`src/decode_pkg.sv`:
```
package decode_pkg;

    // Data path and field widths
    localparam int XLEN      = 32;  // Integer register width
    localparam int FWD_DEPTH = 3;   // Younger stages that can forward a result

    typedef logic [XLEN-1:0] word_t;      // One data word
    typedef logic [31:0]     inst_t;      // One instruction
    typedef logic [4:0]      reg_addr_t;  // Register file offset

    localparam reg_addr_t REG_ZERO = 5'd0;  // x0, reads as zero and is never forwarded

    // Major opcodes still decoded, everything else is illegal
    localparam logic [6:0] OPC_LOAD   = 7'b000_0011;  // LB, LH, LW, LBU, LHU
    localparam logic [6:0] OPC_STORE  = 7'b010_0011;  // SB, SH, SW
    localparam logic [6:0] OPC_OP_IMM = 7'b001_0011;  // ADDI .. SRAI
    localparam logic [6:0] OPC_OP     = 7'b011_0011;  // ADD .. AND
    localparam logic [6:0] OPC_BUBBLE = 7'b000_0000;  // Inserted bubble, whole word zero

    // funct3 for OP and OP-IMM
    localparam logic [2:0] F3_ADD_SUB = 3'b000;  // ADD, SUB, ADDI
    localparam logic [2:0] F3_SLL     = 3'b001;
    localparam logic [2:0] F3_SLT     = 3'b010;
    localparam logic [2:0] F3_SLTU    = 3'b011;
    localparam logic [2:0] F3_XOR     = 3'b100;
    localparam logic [2:0] F3_SRL_SRA = 3'b101;  // Split by bit 30
    localparam logic [2:0] F3_OR      = 3'b110;
    localparam logic [2:0] F3_AND     = 3'b111;

    // funct3 for loads
    localparam logic [2:0] F3_LB  = 3'b000;
    localparam logic [2:0] F3_LH  = 3'b001;
    localparam logic [2:0] F3_LW  = 3'b010;
    localparam logic [2:0] F3_LBU = 3'b100;
    localparam logic [2:0] F3_LHU = 3'b101;

    // funct3 for stores
    localparam logic [2:0] F3_SB = 3'b000;
    localparam logic [2:0] F3_SH = 3'b001;
    localparam logic [2:0] F3_SW = 3'b010;

    // ALU operation passed to execute
    typedef enum logic [3:0] {
        ALU_NOP  = 4'd0,  // Idle, also the reset value
        ALU_ADD  = 4'd1,
        ALU_SUB  = 4'd2,
        ALU_SLL  = 4'd3,
        ALU_SLT  = 4'd4,
        ALU_SLTU = 4'd5,
        ALU_XOR  = 4'd6,
        ALU_SRL  = 4'd7,
        ALU_SRA  = 4'd8,
        ALU_OR   = 4'd9,
        ALU_AND  = 4'd10
    } alu_op_e;

    // Memory stage access
    typedef enum logic [1:0] {
        MEM_NOP   = 2'd0,
        MEM_LOAD  = 2'd1,
        MEM_STORE = 2'd2
    } mem_op_e;

    // Width of load result or store data
    typedef enum logic [2:0] {
        WB_WORD   = 3'd0,  // Full word, default when unused
        WB_BYTE_S = 3'd1,  // Byte, sign extended
        WB_HALF_S = 3'd2,  // Half word, sign extended
        WB_BYTE_U = 3'd3,  // Byte, zero extended
        WB_HALF_U = 3'd4   // Half word, zero extended
    } wb_type_e;

endpackage

```
`src/control_decode.sv`:
```
module control_decode (
    input  decode_pkg::inst_t    instr,
    input  decode_pkg::word_t    imm,
    input  decode_pkg::word_t    op_a,
    input  decode_pkg::word_t    op_b,
    output decode_pkg::alu_op_e  alu_op,
    output decode_pkg::mem_op_e  mem_op,
    output decode_pkg::wb_type_e wb_type,
    output logic                 wb_en,
    output logic                 wb_from_alu,
    output logic                 illegal,
    output decode_pkg::word_t    alu_a,
    output decode_pkg::word_t    alu_b,
    output decode_pkg::word_t    store_data
);

    import decode_pkg::*;

    logic [6:0] opcode;
    logic [2:0] funct3;
    logic       alt;  // funct7 bit 30 that selects SUB and SRA

    assign opcode = instr[6:0];
    assign funct3 = instr[14:12];
    assign alt    = instr[30];

    always_comb begin
        // Inactive controls unless an opcode below claims the slot
        alu_op      = ALU_NOP;
        mem_op      = MEM_NOP;
        wb_type     = WB_WORD;
        wb_en       = 1'b0;
        wb_from_alu = 1'b0;
        illegal     = 1'b0;
        alu_a       = '0;
        alu_b       = '0;
        store_data  = '0;

        case (opcode)
            OPC_OP, OPC_OP_IMM: begin
                wb_en       = 1'b1;
                wb_from_alu = 1'b1;      // Result comes straight from the ALU
                alu_a       = op_a;      // Forwarded rs1
                alu_b       = (opcode == OPC_OP) ? op_b : imm;
                case (funct3)
                    F3_ADD_SUB: begin
                        // Bit 30 belongs to the immediate for ADDI
                        alu_op = (opcode == OPC_OP && alt) ? ALU_SUB : ALU_ADD;
                    end
                    F3_SLL:     alu_op = ALU_SLL;
                    F3_SLT:     alu_op = ALU_SLT;
                    F3_SLTU:    alu_op = ALU_SLTU;
                    F3_XOR:     alu_op = ALU_XOR;
                    F3_SRL_SRA: alu_op = alt ? ALU_SRA : ALU_SRL;  // Same split for SRLI/SRAI
                    F3_OR:      alu_op = ALU_OR;
                    F3_AND:     alu_op = ALU_AND;
                endcase
            end

            OPC_LOAD: begin
                alu_op = ALU_ADD;  // Address = rs1 + imm
                mem_op = MEM_LOAD;
                wb_en  = 1'b1;     // wb_from_alu stays low for data from memory
                alu_a  = op_a;
                alu_b  = imm;
                case (funct3)
                    F3_LB:   wb_type = WB_BYTE_S;
                    F3_LH:   wb_type = WB_HALF_S;
                    F3_LW:   wb_type = WB_WORD;
                    F3_LBU:  wb_type = WB_BYTE_U;
                    F3_LHU:  wb_type = WB_HALF_U;
                    default: illegal = 1'b1;
                endcase
            end

            OPC_STORE: begin
                alu_op     = ALU_ADD;
                mem_op     = MEM_STORE;
                alu_a      = op_a;
                alu_b      = imm;   // S immediate from imm_gen
                store_data = op_b;  // Forwarded rs2
                case (funct3)
                    F3_SB:   wb_type = WB_BYTE_S;  // Width of the write
                    F3_SH:   wb_type = WB_HALF_S;
                    F3_SW:   wb_type = WB_WORD;
                    default: illegal = 1'b1;
                endcase
            end

            OPC_BUBBLE: begin
                // Only the all-zero word is a bubble
                illegal = (instr[31:7] != '0);
            end

            default: begin
                // JAL, JALR, branches, LUI, AUIPC, FENCE, SYSTEM and unknown
                illegal = 1'b1;
            end
        endcase

        if (illegal) begin  // Illegal slot behaves as a bubble with the flag set
            alu_op      = ALU_NOP;
            mem_op      = MEM_NOP;
            wb_type     = WB_WORD;
            wb_en       = 1'b0;
            wb_from_alu = 1'b0;
            alu_a       = '0;
            alu_b       = '0;
            store_data  = '0;
        end
    end

endmodule

```
`src/decode_stage.sv`:
```
module decode_stage (
    input  logic                  clk,
    input  logic                  rst_n,
    input  decode_pkg::inst_t     instr,
    output decode_pkg::reg_addr_t rs1_addr,       // To register file
    output decode_pkg::reg_addr_t rs2_addr,
    input  decode_pkg::word_t     rs1_data,       // Same-cycle read data
    input  decode_pkg::word_t     rs2_data,
    input  decode_pkg::word_t     ex_result,      // Forwarding sources
    input  decode_pkg::word_t     mem_result,
    input  decode_pkg::word_t     wb_result,
    output decode_pkg::reg_addr_t ex_rd,
    output decode_pkg::alu_op_e   ex_alu_op,
    output decode_pkg::mem_op_e   ex_mem_op,
    output decode_pkg::wb_type_e  ex_wb_type,
    output logic                  ex_wb_en,
    output logic                  ex_wb_from_alu,
    output logic                  ex_illegal,
    output decode_pkg::word_t     ex_alu_a,
    output decode_pkg::word_t     ex_alu_b,
    output decode_pkg::word_t     ex_store_data
);

    import decode_pkg::*;

    reg_addr_t rd;
    word_t     imm;
    word_t     op_a;         // Forwarded rs1 value
    word_t     op_b;         // Forwarded rs2 value
    alu_op_e   alu_op;
    mem_op_e   mem_op;
    wb_type_e  wb_type;
    logic      wb_en;
    logic      wb_from_alu;
    logic      illegal;
    word_t     alu_a;
    word_t     alu_b;
    word_t     store_data;

    // Field extraction, register offsets go straight out to the register file
    imm_gen i_imm_gen (
        .instr (instr),
        .rd    (rd),
        .rs1   (rs1_addr),
        .rs2   (rs2_addr),
        .imm   (imm)
    );

    operand_forward i_operand_forward (
        .clk        (clk),
        .rst_n      (rst_n),
        .rs1        (rs1_addr),
        .rs2        (rs2_addr),
        .rd         (rd),
        .wb_en      (wb_en),
        .illegal    (illegal),
        .rs1_data   (rs1_data),
        .rs2_data   (rs2_data),
        .ex_result  (ex_result),
        .mem_result (mem_result),
        .wb_result  (wb_result),
        .op_a       (op_a),
        .op_b       (op_b)
    );

    control_decode i_control_decode (
        .instr       (instr),
        .imm         (imm),
        .op_a        (op_a),
        .op_b        (op_b),
        .alu_op      (alu_op),
        .mem_op      (mem_op),
        .wb_type     (wb_type),
        .wb_en       (wb_en),
        .wb_from_alu (wb_from_alu),
        .illegal     (illegal),
        .alu_a       (alu_a),
        .alu_b       (alu_b),
        .store_data  (store_data)
    );

    // Single register stage, fixes the one-clock latency
    id_ex_reg i_id_ex_reg (
        .clk            (clk),
        .rst_n          (rst_n),
        .rd             (rd),
        .alu_op         (alu_op),
        .mem_op         (mem_op),
        .wb_type        (wb_type),
        .wb_en          (wb_en),
        .wb_from_alu    (wb_from_alu),
        .illegal        (illegal),
        .alu_a          (alu_a),
        .alu_b          (alu_b),
        .store_data     (store_data),
        .ex_rd          (ex_rd),
        .ex_alu_op      (ex_alu_op),
        .ex_mem_op      (ex_mem_op),
        .ex_wb_type     (ex_wb_type),
        .ex_wb_en       (ex_wb_en),
        .ex_wb_from_alu (ex_wb_from_alu),
        .ex_illegal     (ex_illegal),
        .ex_alu_a       (ex_alu_a),
        .ex_alu_b       (ex_alu_b),
        .ex_store_data  (ex_store_data)
    );

endmodule

```
`src/id_ex_reg.sv`:
```
module id_ex_reg (
    input  logic                  clk,
    input  logic                  rst_n,
    input  decode_pkg::reg_addr_t rd,
    input  decode_pkg::alu_op_e   alu_op,
    input  decode_pkg::mem_op_e   mem_op,
    input  decode_pkg::wb_type_e  wb_type,
    input  logic                  wb_en,
    input  logic                  wb_from_alu,
    input  logic                  illegal,
    input  decode_pkg::word_t     alu_a,
    input  decode_pkg::word_t     alu_b,
    input  decode_pkg::word_t     store_data,
    output decode_pkg::reg_addr_t ex_rd,
    output decode_pkg::alu_op_e   ex_alu_op,
    output decode_pkg::mem_op_e   ex_mem_op,
    output decode_pkg::wb_type_e  ex_wb_type,
    output logic                  ex_wb_en,
    output logic                  ex_wb_from_alu,
    output logic                  ex_illegal,
    output decode_pkg::word_t     ex_alu_a,
    output decode_pkg::word_t     ex_alu_b,
    output decode_pkg::word_t     ex_store_data
);

    import decode_pkg::*;

    // Reset state is the idle pipeline, same as a bubble
    always_ff @(posedge clk or negedge rst_n) begin
        if (!rst_n) begin
            ex_rd          <= REG_ZERO;
            ex_alu_op      <= ALU_NOP;
            ex_mem_op      <= MEM_NOP;
            ex_wb_type     <= WB_WORD;
            ex_wb_en       <= 1'b0;
            ex_wb_from_alu <= 1'b0;
            ex_illegal     <= 1'b0;
            ex_alu_a       <= '0;
            ex_alu_b       <= '0;
            ex_store_data  <= '0;
        end else begin
            // No write-back means no destination downstream
            ex_rd          <= wb_en ? rd : REG_ZERO;
            ex_alu_op      <= alu_op;
            ex_mem_op      <= mem_op;
            ex_wb_type     <= wb_type;
            ex_wb_en       <= wb_en;
            ex_wb_from_alu <= wb_from_alu;
            ex_illegal     <= illegal;  // Travels with the slot for a later trap
            ex_alu_a       <= alu_a;
            ex_alu_b       <= alu_b;
            ex_store_data  <= store_data;
        end
    end

endmodule

```
`src/imm_gen.sv`:
```
module imm_gen (
    input  decode_pkg::inst_t     instr,
    output decode_pkg::reg_addr_t rd,
    output decode_pkg::reg_addr_t rs1,
    output decode_pkg::reg_addr_t rs2,
    output decode_pkg::word_t     imm
);

    import decode_pkg::*;

    logic [6:0] opcode;
    logic       reads_rs1;  // Format has a real rs1 field
    logic       reads_rs2;  // Only R and S formats
    logic       writes_rd;  // Stores have no rd, bits 11:7 are immediate
    word_t      imm_i;
    word_t      imm_s;

    assign opcode = instr[6:0];

    always_comb begin
        reads_rs1 = 1'b0;
        reads_rs2 = 1'b0;
        writes_rd = 1'b0;
        case (opcode)
            OPC_OP: begin  // R-type reads both sources
                reads_rs1 = 1'b1;
                reads_rs2 = 1'b1;
                writes_rd = 1'b1;
            end
            OPC_OP_IMM, OPC_LOAD: begin  // I-type
                reads_rs1 = 1'b1;
                writes_rd = 1'b1;
            end
            OPC_STORE: begin  // S-type, base plus data register
                reads_rs1 = 1'b1;
                reads_rs2 = 1'b1;
            end
            default: begin
                // Bubble and dropped formats carry no register offsets
                reads_rs1 = 1'b0;
            end
        endcase
    end

    // Masked offsets keep the forwarding compare away from immediate bits
    assign rd  = writes_rd ? instr[11:7]  : REG_ZERO;
    assign rs1 = reads_rs1 ? instr[19:15] : REG_ZERO;
    assign rs2 = reads_rs2 ? instr[24:20] : REG_ZERO;

    // I-format, imm[11:0] = instr[31:20]
    assign imm_i = {{(XLEN - 12){instr[31]}}, instr[31:20]};

    // S-format, imm[11:5] = instr[31:25], imm[4:0] = instr[11:7]
    assign imm_s = {{(XLEN - 12){instr[31]}}, instr[31:25], instr[11:7]};

    assign imm = (opcode == OPC_STORE) ? imm_s : imm_i;  // Sign bit is always instr[31]

endmodule

```
`src/operand_forward.sv`:
```
module operand_forward (
    input  logic                  clk,
    input  logic                  rst_n,
    input  decode_pkg::reg_addr_t rs1,
    input  decode_pkg::reg_addr_t rs2,
    input  decode_pkg::reg_addr_t rd,
    input  logic                  wb_en,
    input  logic                  illegal,
    input  decode_pkg::word_t     rs1_data,
    input  decode_pkg::word_t     rs2_data,
    input  decode_pkg::word_t     ex_result,
    input  decode_pkg::word_t     mem_result,
    input  decode_pkg::word_t     wb_result,
    output decode_pkg::word_t     op_a,
    output decode_pkg::word_t     op_b
);

    import decode_pkg::*;

    reg_addr_t rd_hist [FWD_DEPTH];     // Entry 0 is the instruction decoded last cycle
    word_t     stage_res [FWD_DEPTH];   // Results lined up with rd_hist
    reg_addr_t rd_written;              // What this instruction will write, or x0

    // Only legal instructions that write back enter the history
    assign rd_written = (wb_en && !illegal) ? rd : REG_ZERO;

    always_ff @(posedge clk or negedge rst_n) begin
        if (!rst_n) begin
            for (int i = 0; i < FWD_DEPTH; i++) begin
                rd_hist[i] <= REG_ZERO;
            end
        end else begin
            rd_hist[0] <= rd_written;
            for (int i = 1; i < FWD_DEPTH; i++) begin
                rd_hist[i] <= rd_hist[i-1];  // Shifts every clock, no stall
            end
        end
    end

    assign stage_res[0] = ex_result;   // One cycle older
    assign stage_res[1] = mem_result;  // Two cycles older
    assign stage_res[2] = wb_result;   // Three cycles older

    // Operand A from rs1
    always_comb begin
        op_a = rs1_data;
        // Oldest first so the youngest match overwrites
        for (int i = FWD_DEPTH - 1; i >= 0; i--) begin
            if (rs1 != REG_ZERO && rs1 == rd_hist[i]) begin
                op_a = stage_res[i];
            end
        end
    end

    // Operand B from rs2, also the store data
    always_comb begin
        op_b = rs2_data;
        for (int i = FWD_DEPTH - 1; i >= 0; i--) begin
            if (rs2 != REG_ZERO && rs2 == rd_hist[i]) begin
                op_b = stage_res[i];
            end
        end
    end

endmodule

```
`config.mk`:
```
export PLATFORM = sky130hd
export DESIGN_NAME = decode_stage
export DESIGN_NICKNAME = d
export VERILOG_FILES = /design/src/decode_pkg.sv /design/src/control_decode.sv /design/src/decode_stage.sv /design/src/id_ex_reg.sv /design/src/imm_gen.sv /design/src/operand_forward.sv
export SDC_FILE = /design/constraint.sdc
export NUM_CORES = 1
export LEC_CHECK = 0
export ABC_CLOCK_PERIOD_IN_PS = 1900
export BUFFER_PORTS_ARGS = -buffer_cell sky130_fd_sc_hd__buf_2
export CELL_PAD_IN_SITES_DETAIL_PLACEMENT = 0
export CELL_PAD_IN_SITES_GLOBAL_PLACEMENT = 1
export CORE_MARGIN = 2
export CORE_UTILIZATION = 30
export CTS_BUF_LIST = sky130_fd_sc_hd__clkbuf_8 sky130_fd_sc_hd__clkbuf_16
export CTS_CLUSTER_SIZE = 16
export DETAILED_ROUTE_END_ITERATION = 6
export PLACE_DENSITY = 0.84
export SLEW_MARGIN = 20
export SYNTH_ARGS = -nofsm -noshare
export SYNTH_HDL_FRONTEND = slang
export SYNTH_HIERARCHICAL = 1
export SYNTH_SLANG_ARGS = --single-unit
```
`constraint.sdc`:
```
create_clock -name clk -period 1.9 [get_ports clk]
set_clock_uncertainty 0.1 [all_clocks]
set_input_delay 0 -clock clk [delete_from_list [all_inputs] [get_ports clk]]
set_output_delay 0 -clock clk [all_outputs]
set_load 0.01 [all_outputs]
```
==> results.sh, run 1 <==
export IMPL_outcome="complete, but fails checks"
export IMPL_failed_checks="hold timing, setup timing"
export IMPL_startpoint_type="register"
export IMPL_dp_slack_ns=-0.728
export IMPL_cts_sinks=128
export IMPL_stdcell_count=1680
export IMPL_ant_nets=0
export IMPL_dp_cells=1430
export IMPL_synth_distinct_cells=41
export IMPL_drcViolationCount=0
export IMPL_yosys_cell_count_top_type="nand2_1"
export IMPL_drtPass1Iterations=6
export IMPL_cp_max_fo=14
export IMPL_maxSlewViolCount=0
export IMPL_final_core_util=0.596
export IMPL_grt_use_total=0.273
export IMPL_gp_congestion=0.942
export IMPL_rr_startpoint="i_operand_forward/rd_hist[5]$_DFF_PN0_"
export IMPL_grtUsageMet2=0.463
export IMPL_syn_area_um2=7150
export IMPL_antenna_found_initial=5
export IMPL_critical_path_class="reg2reg"
export IMPL_wl_per_cell_um=21.9
export IMPL_fin_crit_sh=1.14
export IMPL_min_path_type="in2reg"
export IMPL_comb_power_share=0.222
export IMPL_slew_headroom=0.641
export IMPL_fin_crit_ns=2.16
export IMPL_fin_nets=1537
export IMPL_grt_pass1_vias=9388
export IMPL_synth_top_cell_area_share=0.448
export IMPL_grt_use_met3=0.0631
export IMPL_cts_tree="done"
export IMPL_leakagePower_nw=6.72
export IMPL_layout_area_seq_um2=3200
export IMPL_max_freq_mhz=463
export IMPL_clk_pin_slew_ns=0.06
export IMPL_drtIter0Drc=769
export IMPL_grt_max_degree=52
export IMPL_power_switching_mw=2.08
export IMPL_root_buffer="clkbuf_16"
export IMPL_seqPwrFrac=0.358
export IMPL_layout_drive_gt1_share=0.489
export IMPL_setup_viol=96
export IMPL_ir_drop_mv=0.450
export IMPL_fp_dieH_um=158
export IMPL_ys_seq_area_frac=0.448
export IMPL_post_drt_via_cell_ratio=5.37
export IMPL_dieArea_um2=25100
export IMPL_vias=9022
export IMPL_ff2ff_setup_slack_ns=-0.26
export IMPL_ys_top_cells_by_count="nand2_1, dfrtp_1, and2_1"
export IMPL_p_total_mw=7.66
export IMPL_power_density_nw_per_um2=549
export IMPL_synth_edff_count=0
export IMPL_synth_area_leaders="dfrtp_1, nand2_1, o32ai_1"
export IMPL_critPathRequiredTime_ns=2.09
export IMPL_clk_latency_ns=0.42
export IMPL_critPathLaunch="i_operand_forward/rd_hist[5]$_DFF_PN0_"
export IMPL_synth_seq_cells=128
export IMPL_endpoint_kind="register"
export IMPL_synthCells=791
export IMPL_internal_power_mw=5.58
export IMPL_fp_row_count=56
export IMPL_hold_worst_slack_ns=-0.00280
export IMPL_synthArstFlopShare=1.00
export IMPL_synth_avg_cell_area_um2=9.04
export IMPL_p_sw_frac=0.272
export IMPL_fp_dieW_um=158
export IMPL_start_util=0.305
export IMPL_cts_made_buffers=17
export IMPL_drt_total_wl_mm=36.7
export IMPL_cts_buffer_depth=2
export IMPL_multi_input_area_um2=4910
export IMPL_finalWorstSetupSlack_ns=-0.258
export IMPL_synth_largest_area_cell="dfrtp_1"
export IMPL_drv_cap=0
export IMPL_worst_slew_pin_transition_ns=0.539
export IMPL_hold_violations=1
export IMPL_top_usage_layer="met2"
export IMPL_rsz0062_at_grt="true"
export IMPL_htree_levels=4
export IMPL_arrival_ns=2.35
export IMPL_port_buffers=316
export IMPL_ioPinCount=317
export IMPL_yosys_most_used_dff="dfrtp_1"
export IMPL_coreArea_um2=23400
export IMPL_power_frac_clock=0.420
export IMPL_hp_start="instr[6]"
export IMPL_ys_warnings_count=6
export IMPL_syn_nets=985
export IMPL_grt_pass1_wl_mm=51.4
export IMPL_area_growth_pct=95.3
export IMPL_grt_use_met1=0.327
export IMPL_overflow=0
export IMPL_num_fill_cells=1878
export IMPL_dpl_hpwl_mm=21.7
## what timing repair did
action | in CTS | in global routing
cloned | 8 | 1
endpoints found under the setup margin | 96 | 106
resized for setup | 134 | 125
hold buffers | 181 | 1
hold endpoints to repair | 240 | 2
setup buffers | 11 | 16
pin swaps | 18 | 33
## layout by cell type (no fill, tap or decap), types with 5 or more instances in the layout
master         instances
buf_2                314
nand2_1              189
dlygate4sd3_1        180
dfrtp_1              128
and2_1                74
buf_4                 71
a31oi_1               30
o32ai_2               30
xor2_1                27
o32ai_4               27
a21oi_2               26
buf_12                26
a31oi_4               25
buf_6                 19
clkbuf_16             18
nand2_2               16
and2_4                10
a21oi_1               10
a31oi_2               10
nor2_1                 9
inv_1                  8
nor3_2                 7
o32ai_1                7
and3_4                 6
diode_2                5
mux2_2                 5
and2_2                 5
## layer usage
metal / wire [µm] / vias to the layer above
met4: 2020 / 0
met1: 14200 / 4342
met3: 2590 / 197
li1: - / 3886
met2: 17900 / 597
met5: 0 / -
## metrics by stage
step	setup TNS [ns]	cell area, µm²
after CTS	-9.60	13100
after floorplan	-5.75	7220
after global routing	-20.45	14000
final	-13.13	14000
after global placement	-41.08	9600
after detailed placement	-45.33	9600
## worst max-delay path: stages (launching register included)
cell	delay, ns
dfrtp_1	0.42
xor2_1	0.19
nor3_2	0.28
nand3_2	0.16
buf_12	0.19
buf_4	0.16
o32ai_1	0.27
a31oi_1	0.07
and2_1	0.17
## kinds of logic (layout without fill, tap and decap cells)
family,Yosys count,after routing,synth area share
other,0,5,0
AOI/OAI and AO/OA,178,178,0.176
DFF,128,128,0.448
buffers and inverters,91,654,0.0825
muxes,5,5,0.00788
xor gates and xnor gates,30,30,0.0368
and+or+nand+nor,359,361,0.249
## power by group through the flow
stage / clock network, mW / logic [mW] / registers, mW
after floorplan: 0 / 0.428 / 2.80
after global placement: 0 / 0.995 / 2.79
after detailed placement: 0 / 1.00 / 2.79
after CTS: 3.27 / 1.48 / 2.75
after global routing: 3.41 / 1.79 / 2.75
final: 3.22 / 1.70 / 2.75
## cell type report
class | instances | share of cell area
Multi-Input combinational cell | 574 | 0.352
Timing Repair Buffer | 620 | 0.348
Clock buffer | 20 | 0.0334
Clock inverter | 12 | 0.00735
Inverter | 2 | 0.000538
Antenna cell | 5 | 0.000896
Tap cell | 319 | 0.0286
Sequential cell | 128 | 0.229
## path summary, 6_finish.rpt
| check | endpoint | depth (start not counted) |
|---|---|---|
| setup / recovery | i_id_ex_reg/ex_alu_a[1]$_DFF_PN0_ | 8 |
| max in group asynchronous | i_operand_forward/rd_hist[0]$_DFF_PN0_ | 3 |
| hold reg to reg | i_operand_forward/rd_hist[4]$_DFF_PN0_ | 0 |
| hold / removal | i_id_ex_reg/ex_mem_op[0]$_DFF_PN0_ | 5 |
| min in group asynchronous | i_id_ex_reg/ex_store_data[13]$_DFF_PN0_ | 2 |
| setup reg to reg | i_id_ex_reg/ex_alu_a[1]$_DFF_PN0_ | 8 |
## sequential cells by signal, summed over array words and instances (netlist names)
signal and flops:
i_id_ex_reg/ex_alu_b 32, i_id_ex_reg/ex_wb_from_alu 1, i_id_ex_reg/ex_mem_op 2, i_id_ex_reg/ex_alu_a 32, i_id_ex_reg/ex_store_data 32, i_id_ex_reg/ex_rd 5, i_id_ex_reg/ex_wb_en 1, i_id_ex_reg/ex_alu_op 4
i_id_ex_reg/ex_wb_type 3, i_id_ex_reg/ex_illegal 1, i_operand_forward/rd_hist 15
(Power assumes the default switching activity.)
==> run 2, diff against run 1 <==
- BUFFER_PORTS_ARGS: -buffer_cell sky130_fd_sc_hd__buf_2 -> default
- DONT_BUFFER_PORTS: default -> 1
- MAX_ROUTING_LAYER: default -> met4
- PLACE_DENSITY: 0.84 -> 0.67
==> run 2 against run 1 <==
Compared with the run above: the flow still finishes with violations (hold timing, setup timing); non-clock buffer count shrank 299; total power shrank 3.8%; worst hold slack lost 0.81 ns; critical path depth is the same; design area shrank 13%; global-route usage shrank 0.98 points; maximum frequency shrank 0.24%; largest cell class unchanged.
==> results.sh, run 2 (synthesis results as in run 1) <==
export IMPL_ir_drop_mv=0.500
export IMPL_leakagePower_nw=5.38
export IMPL_clk_latency_ns=0.41
export IMPL_ioPinCount=317
export IMPL_layout_drive_gt1_share=0.258
export IMPL_p_total_mw=7.37
export IMPL_final_common_cell="nand2_1"
export IMPL_start_util=0.305
export IMPL_ant_nets=0
export IMPL_grt_pass1_vias=7808
export IMPL_layout_common_cells="nand2_1, dlygate4sd3_1, dfrtp_1"
export IMPL_drcViolationCount=0
export IMPL_fin_nets=1236
export IMPL_grt_use_total=0.263
export IMPL_cts_buffer_depth=2
export IMPL_antenna_found_initial=6
export IMPL_reg_largest_list="i_id_ex_reg/ex_alu_a x32, i_id_ex_reg/ex_alu_b x32, i_id_ex_reg/ex_store_data x32"
export IMPL_failed_checks="hold timing, setup timing"
export IMPL_hold_violations=128
export IMPL_slew_headroom=0.237
export IMPL_finalWorstSetupSlack_ns=-0.263
export IMPL_htree_levels=4
export IMPL_fp_row_count=56
export IMPL_worst_slew_pin_transition_ns=1.14
export IMPL_grt_max_degree=129
export IMPL_wl_per_cell_um=24.8
export IMPL_critical_path_class="reg2reg"
export IMPL_endpoint_kind="register"
export IMPL_dieArea_um2=25100
export IMPL_startpoint_type="register"
export IMPL_cts_sinks=128
export IMPL_overflow=0
export IMPL_max_freq_mhz=462
export IMPL_cts_made_buffers=17
export IMPL_post_drt_via_cell_ratio=5.45
export IMPL_critPathRequiredTime_ns=2.14
export IMPL_grt_pass1_wl_mm=47.6
export IMPL_area_growth_pct=70.4
export IMPL_internal_power_mw=5.40
export IMPL_crit_path_cell_trace="xor2_1, nor3_2, and2_4, clkbuf_16, o32ai_2, a31oi_1, nand2_1, a21oi_1"
export IMPL_hold_worst_slack_ns=-0.814
export IMPL_fp_dieH_um=158
export IMPL_drv_cap=0
export IMPL_rsz0062_at_grt="true"
export IMPL_fin_crit_sh=1.14
export IMPL_slowest_stage="dfrtp_1"
export IMPL_drt_total_wl_mm=34.2
export IMPL_port_buffers=0
export IMPL_arrival_ns=2.40
export IMPL_clk_pin_slew_ns=0.06
export IMPL_num_fill_cells=2047
export IMPL_power_density_nw_per_um2=605
export IMPL_fp_dieW_um=158
export IMPL_power_frac_clock=0.449
export IMPL_min_path_type="in2async"
export IMPL_reg2reg_depth=8
export IMPL_setup_viol=96
export IMPL_power_switching_mw=1.98
export IMPL_fin_crit_ns=2.16
export IMPL_outcome="complete, but fails checks"
export IMPL_max_stage_delay_ns=0.41
export IMPL_cts_tree="done"
export IMPL_coreArea_um2=23400
export IMPL_vias=7532
export IMPL_p_sw_frac=0.268
export IMPL_dpl_hpwl_mm=20.5
export IMPL_maxSlewViolCount=0
export IMPL_comb_power_share=0.178
export IMPL_seqPwrFrac=0.374
export IMPL_root_buffer="clkbuf_16"
export IMPL_gp_congestion=0.910
export IMPL_final_core_util=0.521
export IMPL_drtIter0Drc=768
export IMPL_drtPass1Iterations=5
export IMPL_cp_max_fo=7
==> run 2: cell type report <==
| type | instances | area, µm² | share of cell area |
|---|---|---|---|
| multi-input cells | 572 | 4410 | 0.362 |
| diodes | 7 | 17.5 | 0.00144 |
| clock inverters | 13 | 138 | 0.0113 |
| well taps | 319 | 399 | 0.0328 |
| flip-flops and latches | 128 | 3200 | 0.263 |
| clock buffers | 19 | 453 | 0.0372 |
| repair buffers | 321 | 3560 | 0.292 |
| inverters | 2 | 7.51 | 0.000616 |
==> run 2: critical path, delay by kind of cell (launching register included) <==
family	cells	cell delay, ns
xor gates and xnor gates	1	0.18
DFF	1	0.41
AOI/OAI and AO/OA	3	0.49
buffers and inverters	1	0.21
and+or+nand+nor	3	0.69
==> run 2: routing by layer <==
metal / wire length, µm / vias up / track usage
li1: - / 3283 / -
met1: 13300 / 3667 / 0.308
met2: 17000 / 469 / 0.431
met3: 2490 / 113 / 0.0656
met4: 1440 / 0 / 0.113
met5: 0 / - / -
==> run 2: power by group through the flow <==
stage          sequential, mW  clock [mW]  combinational [mW]
3_3_place_gp             2.81           0               0.572
5_1_grt                  2.76        3.53                1.37
6_report                 2.76        3.31                1.31
4_1_cts                  2.76        3.41                1.14
3_5_place_dp             2.81           0               0.570
2_1_floorplan            2.80           0               0.428
==> run 2: worst paths after layout <==
check	startpoint	slack, ns	end
worst max-delay path	i_operand_forward/rd_hist[12]$_DFF_PN0_	-0.26	i_id_ex_reg/ex_alu_b[24]$_DFF_PN0_
worst min-delay path	rst_n	-0.81	i_id_ex_reg/ex_alu_a[20]$_DFF_PN0_
worst max register to register	i_operand_forward/rd_hist[12]$_DFF_PN0_	-0.26	i_id_ex_reg/ex_alu_b[24]$_DFF_PN0_
worst min register to register	i_operand_forward/rd_hist[7]$_DFF_PN0_	0.34	i_operand_forward/rd_hist[2]$_DFF_PN0_
max in group asynchronous	rst_n	2.32	i_id_ex_reg/ex_rd[3]$_DFF_PN0_
min in group clk	instr[2]	0.03	i_id_ex_reg/ex_alu_b[2]$_DFF_PN0_
==> run 2: stage by stage <==
| stage | TNS, ns | cell area (µm²) | setup slack [ns] | instances |
|---|---|---|---|---|
| 2_1_floorplan | -5.75 | 7220 | -0.0745 | 791 |
| 3_3_place_gp | -39.00 | 7930 | -0.566 | 1107 |
| 3_5_place_dp | -39.10 | 7930 | -0.584 | 1107 |
| 4_1_cts | -12.15 | 11500 | -0.168 | 1355 |
| 5_1_grt | -25.36 | 12200 | -0.366 | 1380 |
| 6_report | -15.99 | 12200 | -0.263 | 1381 |
==> run 2: repair_timing <==
item | 4_1_cts | 5_1_grt
gates cloned | 6 | 6
pin swaps | 6 | 15
hold endpoints to repair | 246 | 133
setup buffers | 10 | 13
gates resized for setup | 96 | 70
endpoints found under the setup margin | 95 | 112
hold buffers | 202 | 4
